$ cat src/include/ew_config.svh
`ifndef EW_CONFIG_SVH
`define EW_CONFIG_SVH

// lane geometry
`define EW_LANES      8
`define EW_ELEM_W     8
`define EW_WORD_W     64

// sram addressing and counters
`define EW_ADDR_W     13
`define EW_CNT_W      32
`define EW_ADDR_STEP  8

// pipeline latencies in cycles
`define EW_QM_LAT     2
`define EW_ADDSUB_LAT 6
`define EW_MUL_LAT    4

`endif

$ cat src/design/ew_data_pkg.sv
`include "ew_config.svh"

package ew_data_pkg;

    // one int8 element of a lane
    typedef logic signed [`EW_ELEM_W-1:0] elem_t;

    // eight lanes packed, lane 0 in the low byte
    typedef logic [`EW_WORD_W-1:0] word_t;

    // sram read address
    typedef logic [`EW_ADDR_W-1:0] addr_t;

    // beat and result counters
    typedef logic [`EW_CNT_W-1:0] cnt_t;

    // element-wise operation of a run
    typedef enum logic [1:0] {
        OP_NONE = 2'd0,
        OP_ADD  = 2'd1,
        OP_SUB  = 2'd2,
        OP_MUL  = 2'd3
    } ew_op_e;

endpackage

$ cat src/design/ew_ctrl.sv
`timescale 1ns/100ps
`include "ew_config.svh"

module ew_ctrl
    import ew_data_pkg::*;
(
    input  logic   clk,
    input  logic   rst,
    input  logic   init_i,
    input  logic   en_i,
    input  ew_op_e op_i,
    input  addr_t  out_count_i,
    input  logic   result_valid_i,
    output addr_t  addr_o,
    output logic   sram_en_o,
    output ew_op_e beat_op_o,
    output cnt_t   beat_count_o,
    output cnt_t   result_count_o
);

    logic beat;

    assign beat = en_i && (op_i != OP_NONE);

    // no reads past the end of the tensor
    assign sram_en_o = beat && (addr_o < out_count_i);

    always_ff @(posedge clk or negedge rst) begin
        if (!rst) begin
            addr_o         <= '0;
            beat_op_o      <= OP_NONE;
            beat_count_o   <= '0;
            result_count_o <= '0;
        end else if (init_i) begin
            addr_o         <= '0;
            beat_op_o      <= OP_NONE;
            beat_count_o   <= '0;
            result_count_o <= '0;
        end else begin
            // op lines up with the sram data one cycle later
            beat_op_o <= beat ? op_i : OP_NONE;
            if (beat) begin
                addr_o       <= addr_o + addr_t'(`EW_ADDR_STEP);
                beat_count_o <= beat_count_o + cnt_t'(1);
            end
            if (result_valid_i) begin
                result_count_o <= result_count_o + cnt_t'(1);
            end
        end
    end

    a_op_stable: assert property (@(posedge clk) disable iff (!rst)
        (en_i && $past(en_i)) |-> $stable(op_i))
        else $error("ew_ctrl op changed during a run");

endmodule

$ cat config.mk
export PLATFORM = sky130hd
export DESIGN_NAME = ew_ctrl
export DESIGN_NICKNAME = d
export VERILOG_FILES = /design/src/design/ew_data_pkg.sv /design/src/design/ew_ctrl.sv
export VERILOG_INCLUDE_DIRS = /design/src /design/src/include
export SDC_FILE = /design/constraint.sdc
export NUM_CORES = 1
export LEC_CHECK = 0
export BUFFER_PORTS_ARGS = -buffer_cell sky130_fd_sc_hd__clkbuf_2
export CELL_PAD_IN_SITES_DETAIL_PLACEMENT = 1
export CELL_PAD_IN_SITES_GLOBAL_PLACEMENT = 2
export CORE_ASPECT_RATIO = 0.5
export CORE_MARGIN = 2
export CORE_UTILIZATION = 32
export CTS_CLUSTER_DIAMETER = 120
export DETAILED_ROUTE_END_ITERATION = 12
export PLACE_DENSITY_LB_ADDON = 0.1
export SYNTH_ARGS = -nofsm -noshare
export SYNTH_HDL_FRONTEND = slang
export SYNTH_SLANG_ARGS = --single-unit
$ cat constraint.sdc
create_clock -name clk -period 2.3 [get_ports clk]
set_clock_uncertainty 0.15 [all_clocks]
set_input_delay 0.23 -clock clk [delete_from_list [all_inputs] [get_ports clk]]
set_output_delay 0.23 -clock clk [all_outputs]
set_load 0.1 [all_outputs]
Word-level counts from Yosys, hierarchy flattened
Cells that the tools add are included.
{"block": "word_totals", "register_bits": 79}
{"block": "op_classes", "n_addsub": 3, "magnitude_cmp": 1, "mux": 8, "n_reduce_logical": 5}
{"op": "two-way mux 32 bit", "n": 4}
{"op": "adder 32 x 1 -> 32 bit, second input constant", "n": 2}
{"op": "two-way mux 13 bit", "n": 2}
{"op": "adder 13 x 4 -> 13 bit, second input constant", "n": 1}
{"op": "< comparator 13 bit", "n": 1}
{"op": "nonzero test 2 bit", "n": 3}
{"op": "two-way mux 2 bit", "n": 2}
{"op": "logical AND 1 bit", "n": 2}

Depth between registers and ports, before layout
{"block": "depth", "ltp_word": 4, "depth_mapped": 6}

Worst setup path after synthesis
No wires, ideal clock.
{"block": "synth_timing", "kind": "reg2out", "startpoint": "reg addr_o[6]", "endpoint": "out sram_en_o", "t_arrival_ns": 2.627, "slack_ns": -0.707, "path_stages_with_launch": 6, "n_path_buf": 0, "cell_sequence": "dfrtp_1 > ha_1 > a21o_1 > a21o_1 > a21oi_1 > o2111a_1"}
{"block": "synth_via", "elab_chain_cells": 2}
{"item": "from (decl)", "line": "ew_ctrl.sv:14", "rtl": "output addr_t addr_o,"}
{"item": "from (signal assigned)", "line": "ew_ctrl.sv:43", "rtl": "addr_o <= addr_o + addr_t'(`EW_ADDR_STEP);"}
{"item": "< comparator 13 bit", "line": "ew_ctrl.sv:26", "rtl": "assign sram_en_o = beat && (addr_o < out_count_i);"}
{"item": "logical AND 1 bit", "line": "ew_ctrl.sv:26"}
{"item": "to (decl)", "line": "ew_ctrl.sv:15", "rtl": "output logic sram_en_o,"}
No other way between the ends.

Worst setup path after layout
Same ends and word-level chain as after synthesis.

==> run summary <==
Outcome: completed
Initial antenna violation count: 0
Fin util: 0.432
Global-route wire length before repair: 19800 µm
Largest net degree at the start of global routing: 40
Total design power: 3.14 mW
Final WS setup: 0.0385 ns
Mean Syn Cell Area: 9.30 µm²
CP max FO: 2
Post-Synthesis Cells: 452
Most frequent CP cell: a21o_1
Multi-input logic area: 0.00220 mm²
Skew-Pair Late Insertion Delay: 0.34 ns
Top cells by count, synth: dfrtp_1, a21oi_1, nor2_1
R2r startpoint: beat_count_o[2]
Library cells used by synthesis: 38
Total internal power: 2.32 mW
Hold Path Class: input pin to flip-flop
Final WL: 11900 µm
DIE WIDTH: 166 µm
I/O Pins: 100
Clk sinks: 76
Root Buffer: clkbuf_16
FP Rows: 29
Fin nets: 592
Area Growth Syn to Fin: 30.9%
Tcrit/Tclk final: 0.983
Aggregate negative setup slack: 0 ns
Post-synth EDFFs: 0
Slowest cell on crit path: dfrtp_4
Post-Syn Area: 0.00421 mm²
Hold depth: 2
Startpoint Class: flip-flop
Tot GR Track Use: 0.175
Fmax: 442 MHz
Worst r2r path cells: 4
Reg-to-reg endpoint: beat_count_o[31]
Port Buffers: 96
Yosys reg bits: 76
Top delay family on crit path: compound AO/OA/AOI/OAI gates
WP buf/inv: 1
Yosys top cell by area: dfrtp_1
Max_slew headroom: 0.586
Flop pwr share: 0.437
Routed length per instance: 16.2 µm
DP Cell Count: 714
Count leader, synth: dfrtp_1
Clk slew on worst S/H paths: 0.07 ns
Final Hold Fails: 0
Ys async rst share: 1.00
Peak VDD IR: 273 µV
Worst Tran Pin Value: 0.621 ns
WP data arrival: 1.88 ns
Post-route insts no fill: 734
TritonCTS clock tree: done
Worst Path Required: 1.92 ns
Core Box Area: 0.0127 mm²
HPWL after DPL: 8490 µm
Finished Cell Area: 0.00550 mm²
Reg2reg setup slack: 0.09 ns
Net switching power: 0.819 mW
LEAKAGE: 2.31 nW
Crit path largest cell delay: 0.50 ns
Pins over their slew limit: 0
Initial drt markers: 112
CP endpoint kind: output pin
# Max-Cap Violations: 0
Net switching share of the total power: 0.261
Layout cell share with drive strength beyond 1: 0.374
Gate power share: 0.091
Final hold slack: 0.0343 ns
Antenna diode instance count: 0
Vert. Die Dim: 85.1 µm
Synth top area share: 0.452
Setup-failing EPs final: 0
Flip-flop and latch area: 0.00202 mm²
Synth warn: 0
DP Area: 0.00509 mm²
DRT antenna net count: 0
WHS Endpoint: beat_op_o[1]
Via count: 3868
Initial Util: 0.330
Clock share of power: 0.472
Critical Path, Cell by Cell: ha_4, a21o_1, a21o_1, a21oi_2, o2111a_2, buf_12
Num CTS Buffers: 9
Drt pass-1 iters: 4
Layout fillers: 1503
Clk buf depth: 2
Crit Path Category: flip-flop to output pin
Main flop type after synthesis: dfrtp_1
Power Density: 570 mW/mm²
Total global routing overflow: 0
RSZ-0062 raised after global routing: true
Via-to-Cell Ratio: 5.27
Routability cong.: 0.761
Remaining DRCs: 0
Worst Min Path Start: op_i[1]
Vias in the first global route: 3843
Crit path time final: 2.26 ns
Area contributors post-synth: dfrtp_1, o31ai_1, or4_1
Setup WS pre-CTS: 0.0754 ns
Sequential area share after synthesis: 0.452
H-tree levels: 3
Die ar.: 0.0141 mm²
## layout by cell type, fill, tap and decap left out, drive strengths merged, types with 3 or more instances in the layout
master	synthesis	layout
clkbuf	22	105
dfrtp	76	76
a21oi	43	43
nor2	35	35
nand2	31	31
or4	30	30
o31ai	29	29
buf	7	28
nand4	25	25
nand3	21	21
xor2	17	17
inv	15	15
ha	13	13
and3	12	12
o21ai	12	12
xnor2	11	11
or3	10	10
and4	8	8
nor2b	6	6
nor3	5	5
and2	4	4
mux2	4	4
clkinvlp	0	4
conb	1	3
nor4	3	3
## cell type report
type	instances	share of cell area
clock inverter	5	0.0109
inverter	15	0.0102
tap	170	0.0386
sequential	76	0.367
clock buffer	11	0.0459
timing repair buffer	123	0.128
multi-input combinational	334	0.399
## registers in the layout, indices dropped and copies added (netlist names)
signal / flops
beat_count_o: 32
addr_o: 10
beat_op_o: 2
result_count_o: 32
## power groups by stage
stage | Sequential [mW] | Combinational, mW | Clock, mW
global placement | 1.40 | 0.274 | 0
floorplan | 1.48 | 0.0998 | 0
global route | 1.37 | 0.311 | 1.59
detailed placement | 1.40 | 0.275 | 0
finish | 1.37 | 0.285 | 1.48
CTS | 1.37 | 0.285 | 1.52
## logic make-up (layout without fill, tap and decap cells)
| family | Yosys count | in the layout | synth area share |
|---|---|---|---|
| mux | 5 | 5 | 0.0131 |
| compound gates | 91 | 91 | 0.132 |
| simple gates | 194 | 194 | 0.259 |
| buf+inv | 44 | 154 | 0.0458 |
| flops | 76 | 76 | 0.452 |
| fa+ha+maj | 13 | 13 | 0.0387 |
| xor+xnor | 28 | 28 | 0.0583 |
| other cells | 1 | 3 | 0.000892 |
## worst max path at each step
stage                        to  depth (start not counted)  slack (ns)             from
2_1_floorplan         sram_en_o                          5       -0.01        addr_o[6]
3_3_place_gp   beat_count_o[31]                          4        0.12  beat_count_o[2]
3_5_place_dp   beat_count_o[31]                          4        0.08  beat_count_o[2]
4_1_cts               sram_en_o                          6       -0.03        addr_o[3]
5_1_grt               sram_en_o                          6       -0.04        addr_o[6]
6_report              sram_en_o                          6        0.04        addr_o[6]
## worst reg2reg max path: cells and delay by family (launching register included)
family / cells / cell delay, ns
DFF: 1 / 0.45
and+or+nand+nor: 3 / 1.14
muxes: 1 / 0.36
## layer usage
| metal | vias up | share of wire | track usage |
|---|---|---|---|
| met5 | - | 0 | 0 |
| met4 | 0 | 0.0071 | 0.0403 |
| met3 | 9 | 0.041 | 0.0457 |
| met2 | 65 | 0.44 | 0.281 |
| met1 | 1915 | 0.51 | 0.239 |
| li1 | 1879 | - | - |
## repair_timing
| item | in CTS | in global routing |
|---|---|---|
| pin swaps | 3 | 3 |
| hold buffers | 1 | 0 |
| buffers inserted | 2 | 1 |
| gates resized for setup | 4 | 6 |
| hold endpoints to repair | 36 | 0 |
| setup endpoints to repair | 1 | 4 |
| gates cloned | 0 | 0 |
(Power assumes the default switching activity.)
