`config.mk`:
```
export PLATFORM = sky130hd
export DESIGN_NAME = mul_lane
export DESIGN_NICKNAME = d
export VERILOG_FILES = /design/src/design/ew_data_pkg.sv /design/src/design/ew_quant_pkg.sv /design/src/design/quant_mult.sv /design/src/design/mul_lane.sv
export VERILOG_INCLUDE_DIRS = /design/src /design/src/include
export SDC_FILE = /design/constraint.sdc
export NUM_CORES = 2
export LEC_CHECK = 0
export BUFFER_PORTS_ARGS = -buffer_cell sky130_fd_sc_hd__clkbuf_2
export CORE_UTILIZATION = 55
export DETAILED_ROUTE_END_ITERATION = 12
export PLACE_DENSITY_LB_ADDON = 0.1
export SLEW_MARGIN = 15
export SYNTH_ARGS = -nofsm -noshare
export SYNTH_HDL_FRONTEND = slang
export SYNTH_HIERARCHICAL = 1
export SYNTH_SLANG_ARGS = --single-unit
```
`constraint.sdc`:
```
create_clock -name clk -period 15.13 [get_ports clk]
set_input_delay 1.513 -clock clk [delete_from_list [all_inputs] [get_ports clk]]
set_output_delay 1.513 -clock clk [all_outputs]
set_load 0.02 [all_outputs]
```
`src/include/ew_config.svh`:
```
`ifndef EW_CONFIG_SVH
`define EW_CONFIG_SVH

// lane geometry
`define EW_LANES      8
`define EW_ELEM_W     8
`define EW_WORD_W     64

// sram addressing and counters
`define EW_ADDR_W     13
`define EW_CNT_W      32
`define EW_ADDR_STEP  8

// pipeline latencies in cycles
`define EW_QM_LAT     2
`define EW_ADDSUB_LAT 6
`define EW_MUL_LAT    4

`endif

```
`src/design/ew_data_pkg.sv`:
```
`include "ew_config.svh"

package ew_data_pkg;

    // one int8 element of a lane
    typedef logic signed [`EW_ELEM_W-1:0] elem_t;

    // eight lanes packed, lane 0 in the low byte
    typedef logic [`EW_WORD_W-1:0] word_t;

    // sram read address
    typedef logic [`EW_ADDR_W-1:0] addr_t;

    // beat and result counters
    typedef logic [`EW_CNT_W-1:0] cnt_t;

    // element-wise operation of a run
    typedef enum logic [1:0] {
        OP_NONE = 2'd0,
        OP_ADD  = 2'd1,
        OP_SUB  = 2'd2,
        OP_MUL  = 2'd3
    } ew_op_e;

endpackage

```
`src/design/ew_quant_pkg.sv`:
```
package ew_quant_pkg;

    // fixed-point multiplier, q31
    typedef logic signed [31:0] qmult_t;

    // positive shifts left, negative shifts right
    typedef logic signed [31:0] qshift_t;

    // zero-point offsets and 32-bit intermediates
    typedef logic signed [31:0] qoffset_t;

    // activation limits
    typedef logic signed [31:0] qlimit_t;

    // full product of two 32-bit values
    typedef logic signed [63:0] qwide_t;

    localparam qoffset_t QINT_MIN = 32'sh8000_0000;
    localparam qoffset_t QINT_MAX = 32'sh7fff_ffff;

    // clamp to the activation window
    function automatic qlimit_t clamp_act(qoffset_t v, qlimit_t lo, qlimit_t hi);
        if (v < lo) begin
            return lo;
        end else if (v > hi) begin
            return hi;
        end
        return v;
    endfunction

endpackage

```
`src/design/quant_mult.sv`:
```
`timescale 1ns/100ps

module quant_mult
    import ew_quant_pkg::*;
(
    input  logic     clk,
    input  logic     rst,
    input  logic     valid_i,
    input  qoffset_t x_i,
    input  qmult_t   mult_i,
    input  qshift_t  shift_i,
    output logic     valid_o,
    output qoffset_t y_o
);

    localparam qwide_t NUDGE_POS = 64'sd1073741824;
    localparam qwide_t NUDGE_NEG = -64'sd1073741823;
    localparam qwide_t TRUNC_BIAS = 64'sh0000_0000_7fff_ffff;

    qoffset_t x_shl;
    qwide_t   prod;

    logic     s1_valid;
    qwide_t   s1_prod;
    logic     s1_sat;
    logic [4:0] s1_rsh;

    qwide_t   biased;
    qoffset_t high;
    qoffset_t mask;
    qoffset_t rem;
    qoffset_t thresh;
    qoffset_t rounded;

    // ------------------------------------------------------------------------
    // stage 1: left shift and nudged product
    // ------------------------------------------------------------------------
    always_comb begin
        x_shl = (shift_i > 0) ? (x_i <<< shift_i[4:0]) : x_i;
        prod  = qwide_t'(x_shl) * qwide_t'(mult_i);
    end

    always_ff @(posedge clk) begin
        s1_prod <= prod + ((prod >= 0) ? NUDGE_POS : NUDGE_NEG);
        s1_sat  <= (x_shl == QINT_MIN) && (mult_i == QINT_MIN);
        s1_rsh  <= (shift_i < 0) ? 5'(-shift_i) : 5'd0;
    end

    // ------------------------------------------------------------------------
    // stage 2: high half, then rounding right shift
    // ------------------------------------------------------------------------
    always_comb begin
        // bias negatives so the shift truncates toward zero
        biased  = s1_prod + ((s1_prod < 0) ? TRUNC_BIAS : 64'sd0);
        high    = s1_sat ? QINT_MAX : qoffset_t'(biased >>> 31);
        mask    = (32'sd1 <<< s1_rsh) - 32'sd1;
        rem     = high & mask;
        // half away from zero
        thresh  = (mask >>> 1) + ((high < 0) ? 32'sd1 : 32'sd0);
        rounded = (high >>> s1_rsh) + ((rem > thresh) ? 32'sd1 : 32'sd0);
    end

    always_ff @(posedge clk) begin
        y_o <= rounded;
    end

    always_ff @(posedge clk or negedge rst) begin
        if (!rst) begin
            s1_valid <= 1'b0;
            valid_o  <= 1'b0;
        end else begin
            s1_valid <= valid_i;
            valid_o  <= s1_valid;
        end
    end

    a_shift_range: assert property (@(posedge clk) disable iff (!rst)
        valid_i |-> (shift_i >= -31) && (shift_i <= 30))
        else $error("quant_mult shift out of range: %0d", shift_i);

endmodule

```
`src/design/mul_lane.sv`:
```
`timescale 1ns/100ps

module mul_lane
    import ew_data_pkg::*, ew_quant_pkg::*;
(
    input  logic     clk,
    input  logic     rst,
    input  logic     valid_i,
    input  elem_t    a_i,
    input  elem_t    b_i,
    input  qoffset_t in1_offset_i,
    input  qoffset_t in2_offset_i,
    input  qoffset_t out_offset_i,
    input  qmult_t   out_mult_i,
    input  qshift_t  out_shift_i,
    input  qlimit_t  act_min_i,
    input  qlimit_t  act_max_i,
    output logic     valid_o,
    output elem_t    y_o
);

    logic     s1_valid;
    qoffset_t s1_prod;
    logic     qm_valid;
    qoffset_t qm_y;

    // product of the offset inputs
    always_ff @(posedge clk) begin
        s1_prod <= (qoffset_t'(a_i) + in1_offset_i) * (qoffset_t'(b_i) + in2_offset_i);
    end

    quant_mult u_qm (
        .clk     (clk),
        .rst     (rst),
        .valid_i (s1_valid),
        .x_i     (s1_prod),
        .mult_i  (out_mult_i),
        .shift_i (out_shift_i),
        .valid_o (qm_valid),
        .y_o     (qm_y)
    );

    // output offset and clamp, registered
    always_ff @(posedge clk) begin
        y_o <= elem_t'(clamp_act(qm_y + out_offset_i, act_min_i, act_max_i));
    end

    always_ff @(posedge clk or negedge rst) begin
        if (!rst) begin
            s1_valid <= 1'b0;
            valid_o  <= 1'b0;
        end else begin
            s1_valid <= valid_i;
            valid_o  <= qm_valid;
        end
    end

endmodule

```
# == After elaboration in Yosys (flattened, before gate mapping) ==
# Cells that the tools add are included.
# totals
reg_bits,146
inputBits,243
output_inout_bits,9
# classes
n_addsub,9
n_mul,2
order_cmp,8
eq_ne,2
shift,3
muxes,11
n_bitwise,1
n_reduce_logical,1
# op_table
operator,n
adder 32 bit,2
adder 64 bit,1
adder 8 x 32 -> 32 bit,2
"equality test 32 bit, second input constant",2
">= comparator 64 x 1 -> 1 bit, second input constant",1
greater-than comparator 32 bit,2
"less-than comparator 32 x 1 -> 1 bit, second input constant",2
"less-than comparator 64 x 1 -> 1 bit, second input constant",1
multiplier 32 x 32 -> 64 bit,1
2-to-1 mux 32 bit,2
2-to-1 mux 64 bit,1
adder 63 bit,1
adder 31 x 2 -> 32 bit,1
AND 32 bit,1
"greater-than comparator 32 x 1 -> 1 bit, second input constant",1
less-than comparator 32 bit,1
multiplier 32 x 32 -> 32 bit,1
"<<< shifter 2 x 5 -> 32 bit, first input constant",1
<<< shifter 32 x 5 -> 32 bit,1
>>> shifter 32 x 5 -> 32 bit,1
"subtractor 32 x 2 -> 32 bit, second input constant",1
2-to-1 mux 31 bit,1
2-to-1 mux 8 bit,3
negation 5 bit,1
other kinds (2),5

# == Longest topological paths before layout ==
# logic_depth
word_depth,10
mapped_depth,58

# == By module ==
# The synthesis kept the hierarchy.
# modules_own_cells
module,instances,cells_each,area_per_inst_um2
quant_mult,1,5825,49904.1
mul_lane,1,2740,22913.2

# == Least setup slack after synthesis ==
# OpenSTA, ideal clock, no wires.
# synth_timing
path_kind,input port to flip-flop
startpoint,in out_shift_i[0]
endpoint,reg u_qm.s1_prod[60]
arrival_ps,15369
t_required_ps,15058
path_slack_ps,-311
cell_stages,54
path_cell_list,clkbuf_1 inv_1 clkbuf_1 ha_1 nor4b_1 nand4b_1 o21bai_1 clkbuf_1 buf_1 nand2_1 o21ai_1 clkbuf_1 nand2_1 inv_1 fa_1 fa_1 fa_1 fa_1 [18 not listed] clkbuf_1 ha_1 ha_1 nand2_1 nor3_1 nand3_1 nor4_1 nor2b_1 nand4_1 o21a_1 o21a_1 o21ai_2 a2111oi_0 nor3_1 nand3_1 a2bb2oi_1 mux2i_1 xor2_1
# synth_via
elab_chain_len,6
# synth_lines
item,line_no,source
from (decl),mul_lane.sv:15,"input qshift_t out_shift_i,"
greater-than comparator 32 x 1 -> 1 bit / <<< shifter 32 x 5 -> 32 bit (equally long branches),quant_mult.sv:39,x_shl = (shift_i > 0) ? (x_i <<< shift_i[4:0]) : x_i;
2-to-1 mux 32 bit (*),quant_mult.sv:39,
multiplier 32 x 32 -> 64 bit (*),quant_mult.sv:40,prod = qwide_t'(x_shl) * qwide_t'(mult_i);
>= comparator 64 x 1 -> 1 bit,quant_mult.sv:44,s1_prod <= prod + ((prod >= 0) ? NUDGE_POS : NUDGE_NEG);
2-to-1 mux 64 bit,quant_mult.sv:44,
adder 64 bit (*),quant_mult.sv:44,
to (signal assigned),quant_mult.sv:44,
to (decl),quant_mult.sv:24,qwide_t s1_prod;
# Mark *: on every way between the ends. The rest lies on a longest branch, timed or not.
# A chain may end at the register's enable or synchronous reset.

# == Final worst setup path ==
# layout_timing
startpoint,in out_shift_i[0]
endpoint,reg u_qm.s1_prod[61]
# Same word-level chain as after synthesis.

==> summary.txt <==
Status
  • Status: finished, final reports clean

Logic synthesis
  • Syn nets: 10.9k
  • Synth async-reset ratio: 2.74%
  • Top post-synthesis cells by area: fa_1, ha_1, inv_1
  • Top cell type's share of synthesized area: 41.0%
  • Main flop type after synthesis: dfxtp_1
  • Yosys reg bits: 146
  • Synth warn: 6
  • Register area share after synthesis: 4.04%
  • Post-synth cell types: 113
  • Number of flops mapped to enable cells by yosys: 0
  • Post-Syn Area: 0.0728 mm2
  • Synth Area per Inst: 8.50 um2
  • Yosys top cell by area: fa_1
  • Post-synthesis instance total: 8565

Clock tree
  • Max Buffers Root-to-Sink: 2
  • H-tree depth: 4
  • Worst-Skew Late Latency: 510 ps
  • CTS Sinks: 146
  • CTS tree: built
  • Clock transition at the registers of the reported paths: 80 ps
  • Inserted Clock Buffers: 17
  • Root Buffer: clkbuf_16

GRT
  • Global-route wire length before repair: 366000 um
  • Vias in the first global route: 62.6k
  • Largest net degree at the start of global routing: 54
  • Total GRT Usage: 35.4%
  • Initial antenna violation count: 14
  • Total grt overflow: 0

Setup path
  • Crit Path Category: input port to register
  • Crit path largest cell delay: 790 ps
  • Worst setup SP type: input port
  • Crit-path slowest cell: a31oi_1
  • Worst path required time: 15510 ps
  • CP dominant cell by count: fa_1
  • CP Capture Type: register
  • CP Data Arrival Time: 14870 ps
  • Crit Path Max Fanout: 33

Cells and area
  • Share of post-route cells with drive strength above 1: 7.73%
  • Area growth syn-to-layout: 6.31%
  • Layout Cells excl Fill: 10.4k
  • Fillers: 12.1k
  • Final std cell area, no fill: 0.0774 mm2
  • Util after Layout: 58.9%
  • Final net count: 11.0k

Floorplanning
  • Starting Density: 55.4%
  • Die area: 0.134 mm2
  • Horiz. Die Dim: 366 um
  • Core area: 0.131 mm2
  • # rows: 133
  • Die Ht: 366 um
  • I/O pin total: 252

Drt
  • Final ANT Viol Nets: 0
  • 1st-iter DRT viols: 5087
  • Avg WL per Cell: 22.3 um
  • Via density: 5.79
  • DR DRC count: 0
  • Drt total wl: 233000 um
  • Drt pass-1 iters: 10
  • Via Count: 60.4k

Placement
  • RePlAce Congestion: 0.971
  • Pre-CTS setup slack: -327 ps
  • Placed cell areas: 0.0766 mm2
  • DP HPWL: 194000 um
  • DP Cell Count: 10.4k
  • Buffers on Ports: 251

STA
  • Final Cycle Share: 95.8%
  • Worst-Margin Slew: 1210 ps
  • Final hold vios: 0
  • Relative slew slack: 19.4%
  • Fin crit period: 14490 ps
  • Fmax: 69.0 MHz
  • Setup violations, final: 0
  • Max Slew Vio Count: 0
  • Clock skew: 24.1 ps
  • Worst setup margin: 642 ps

Job
  • Total of max-cap violations: 0

Min path
  • Class of the worst hold path: register to register
[cells in the final DEF, fill, tap and decap left out, drive strengths merged, types with 112 or more instances in the layout]
master  count
nor2      592
o21ai     237
and2      578
dfxtp     142
clkbuf    269
nor3      112
ha        567
fa       1493
inv      1623
xor2      113
a21oi     304
buf       206
xnor2     261
nand2     968
[registers in the layout, summed over array words and instances, names as in the netlist]
| signal | flops |
|---|---|
| u_qm/s1_sat | 1 |
| u_qm/s1_rsh | 5 |
| s1_valid | 1 |
| s1_prod | 32 |
| u_qm/y_o | 32 |
| u_qm/valid_o | 1 |
| y_o | 8 |
| u_qm/s1_prod | 64 |
| valid_o | 1 |
| u_qm/s1_valid | 1 |
[critical path, delay by kind of cell]
kind                       cells  cell delay, ps
muxes                          3            1110
and+or+nand+nor                5            1180
adders and majority gates     10            4820
xor gates and xnor gates       1             160
buffers and inverters         13            2230
AOI/OAI and AO/OA             15            3760
[worst paths after layout]
kind                                 from               end  slack, ps  depth (start not counted)
setup reg to reg               s1_prod[8]  u_qm/s1_prod[61]       1570                         46
min in group asynchronous             rst           valid_o        790                          1
setup / recovery           out_shift_i[0]  u_qm/s1_prod[61]        640                         47
hold / removal                   s1_valid     u_qm/s1_valid        360                          0
hold reg to reg                  s1_valid     u_qm/s1_valid        360                          0
max in group asynchronous             rst          s1_valid      14220                          1
[final cells by class]
type / count / area (um2) / area share, %
tap: 1755 / 2200 / 2.84
timing repair buffer: 458 / 2910 / 3.76
clock inverter: 15 / 193 / 0.249
sequential: 146 / 2950 / 3.80
inverter: 1627 / 6120 / 7.90
multi-input combinational: 6403 / 62600 / 80.9
antenna: 9 / 22.5 / 0.0291
clock buffer: 17 / 425 / 0.550
[Yosys cell counts, types with 105 or more instances]
cell and n:
a21oi_1 302, ha_1 567, clkbuf_1 355, o21ai_0 208
inv_1 1620, dfxtp_1 142, nand2_1 967, nor2_1 591
and2_1 577, xnor2_1 259, fa_1 1493, nor3_1 105
xor2_1 113
[cells by family (layout without fill, tap and decap cells)]
logic type,count (synthesis),count (layout),share of synthesized area (%)
flops,146,146,4.04
xor+xnor,380,380,4.70
compound gates,1113,1113,10.0
buf+inv,2016,2117,10.4
fa+ha+maj,2060,2060,50.8
simple gates,2755,2755,18.4
other cells,2,11,0.0103
mux,93,93,1.62
[layer usage]
layer	vias to the layer above	wire, um	GRT usage [%]
met5	-	86	0
met4	12	8070	11.8
met3	412	20300	6.48
met2	2595	102000	54.4
met1	30400	102000	50.4
li1	27000	-	-
[metrics by stage]
step                hold slack [ps]  setup TNS (ps)
finish                          357               0
global route                    364           -38.6
CTS                             357               0
detailed placement              338            -730
global placement                333            -154
floorplan                       331               0
[timing repair]
item | CTS | global route
resized for setup | 0 | 15
buffers inserted | 0 | 16
setup endpoints to repair | 0 | 16
hold buffers | 0 | 0
Power is left out: the tool's default activity adds up to more than one toggle a clock period on the data nets, which glitch-free logic cannot reach.
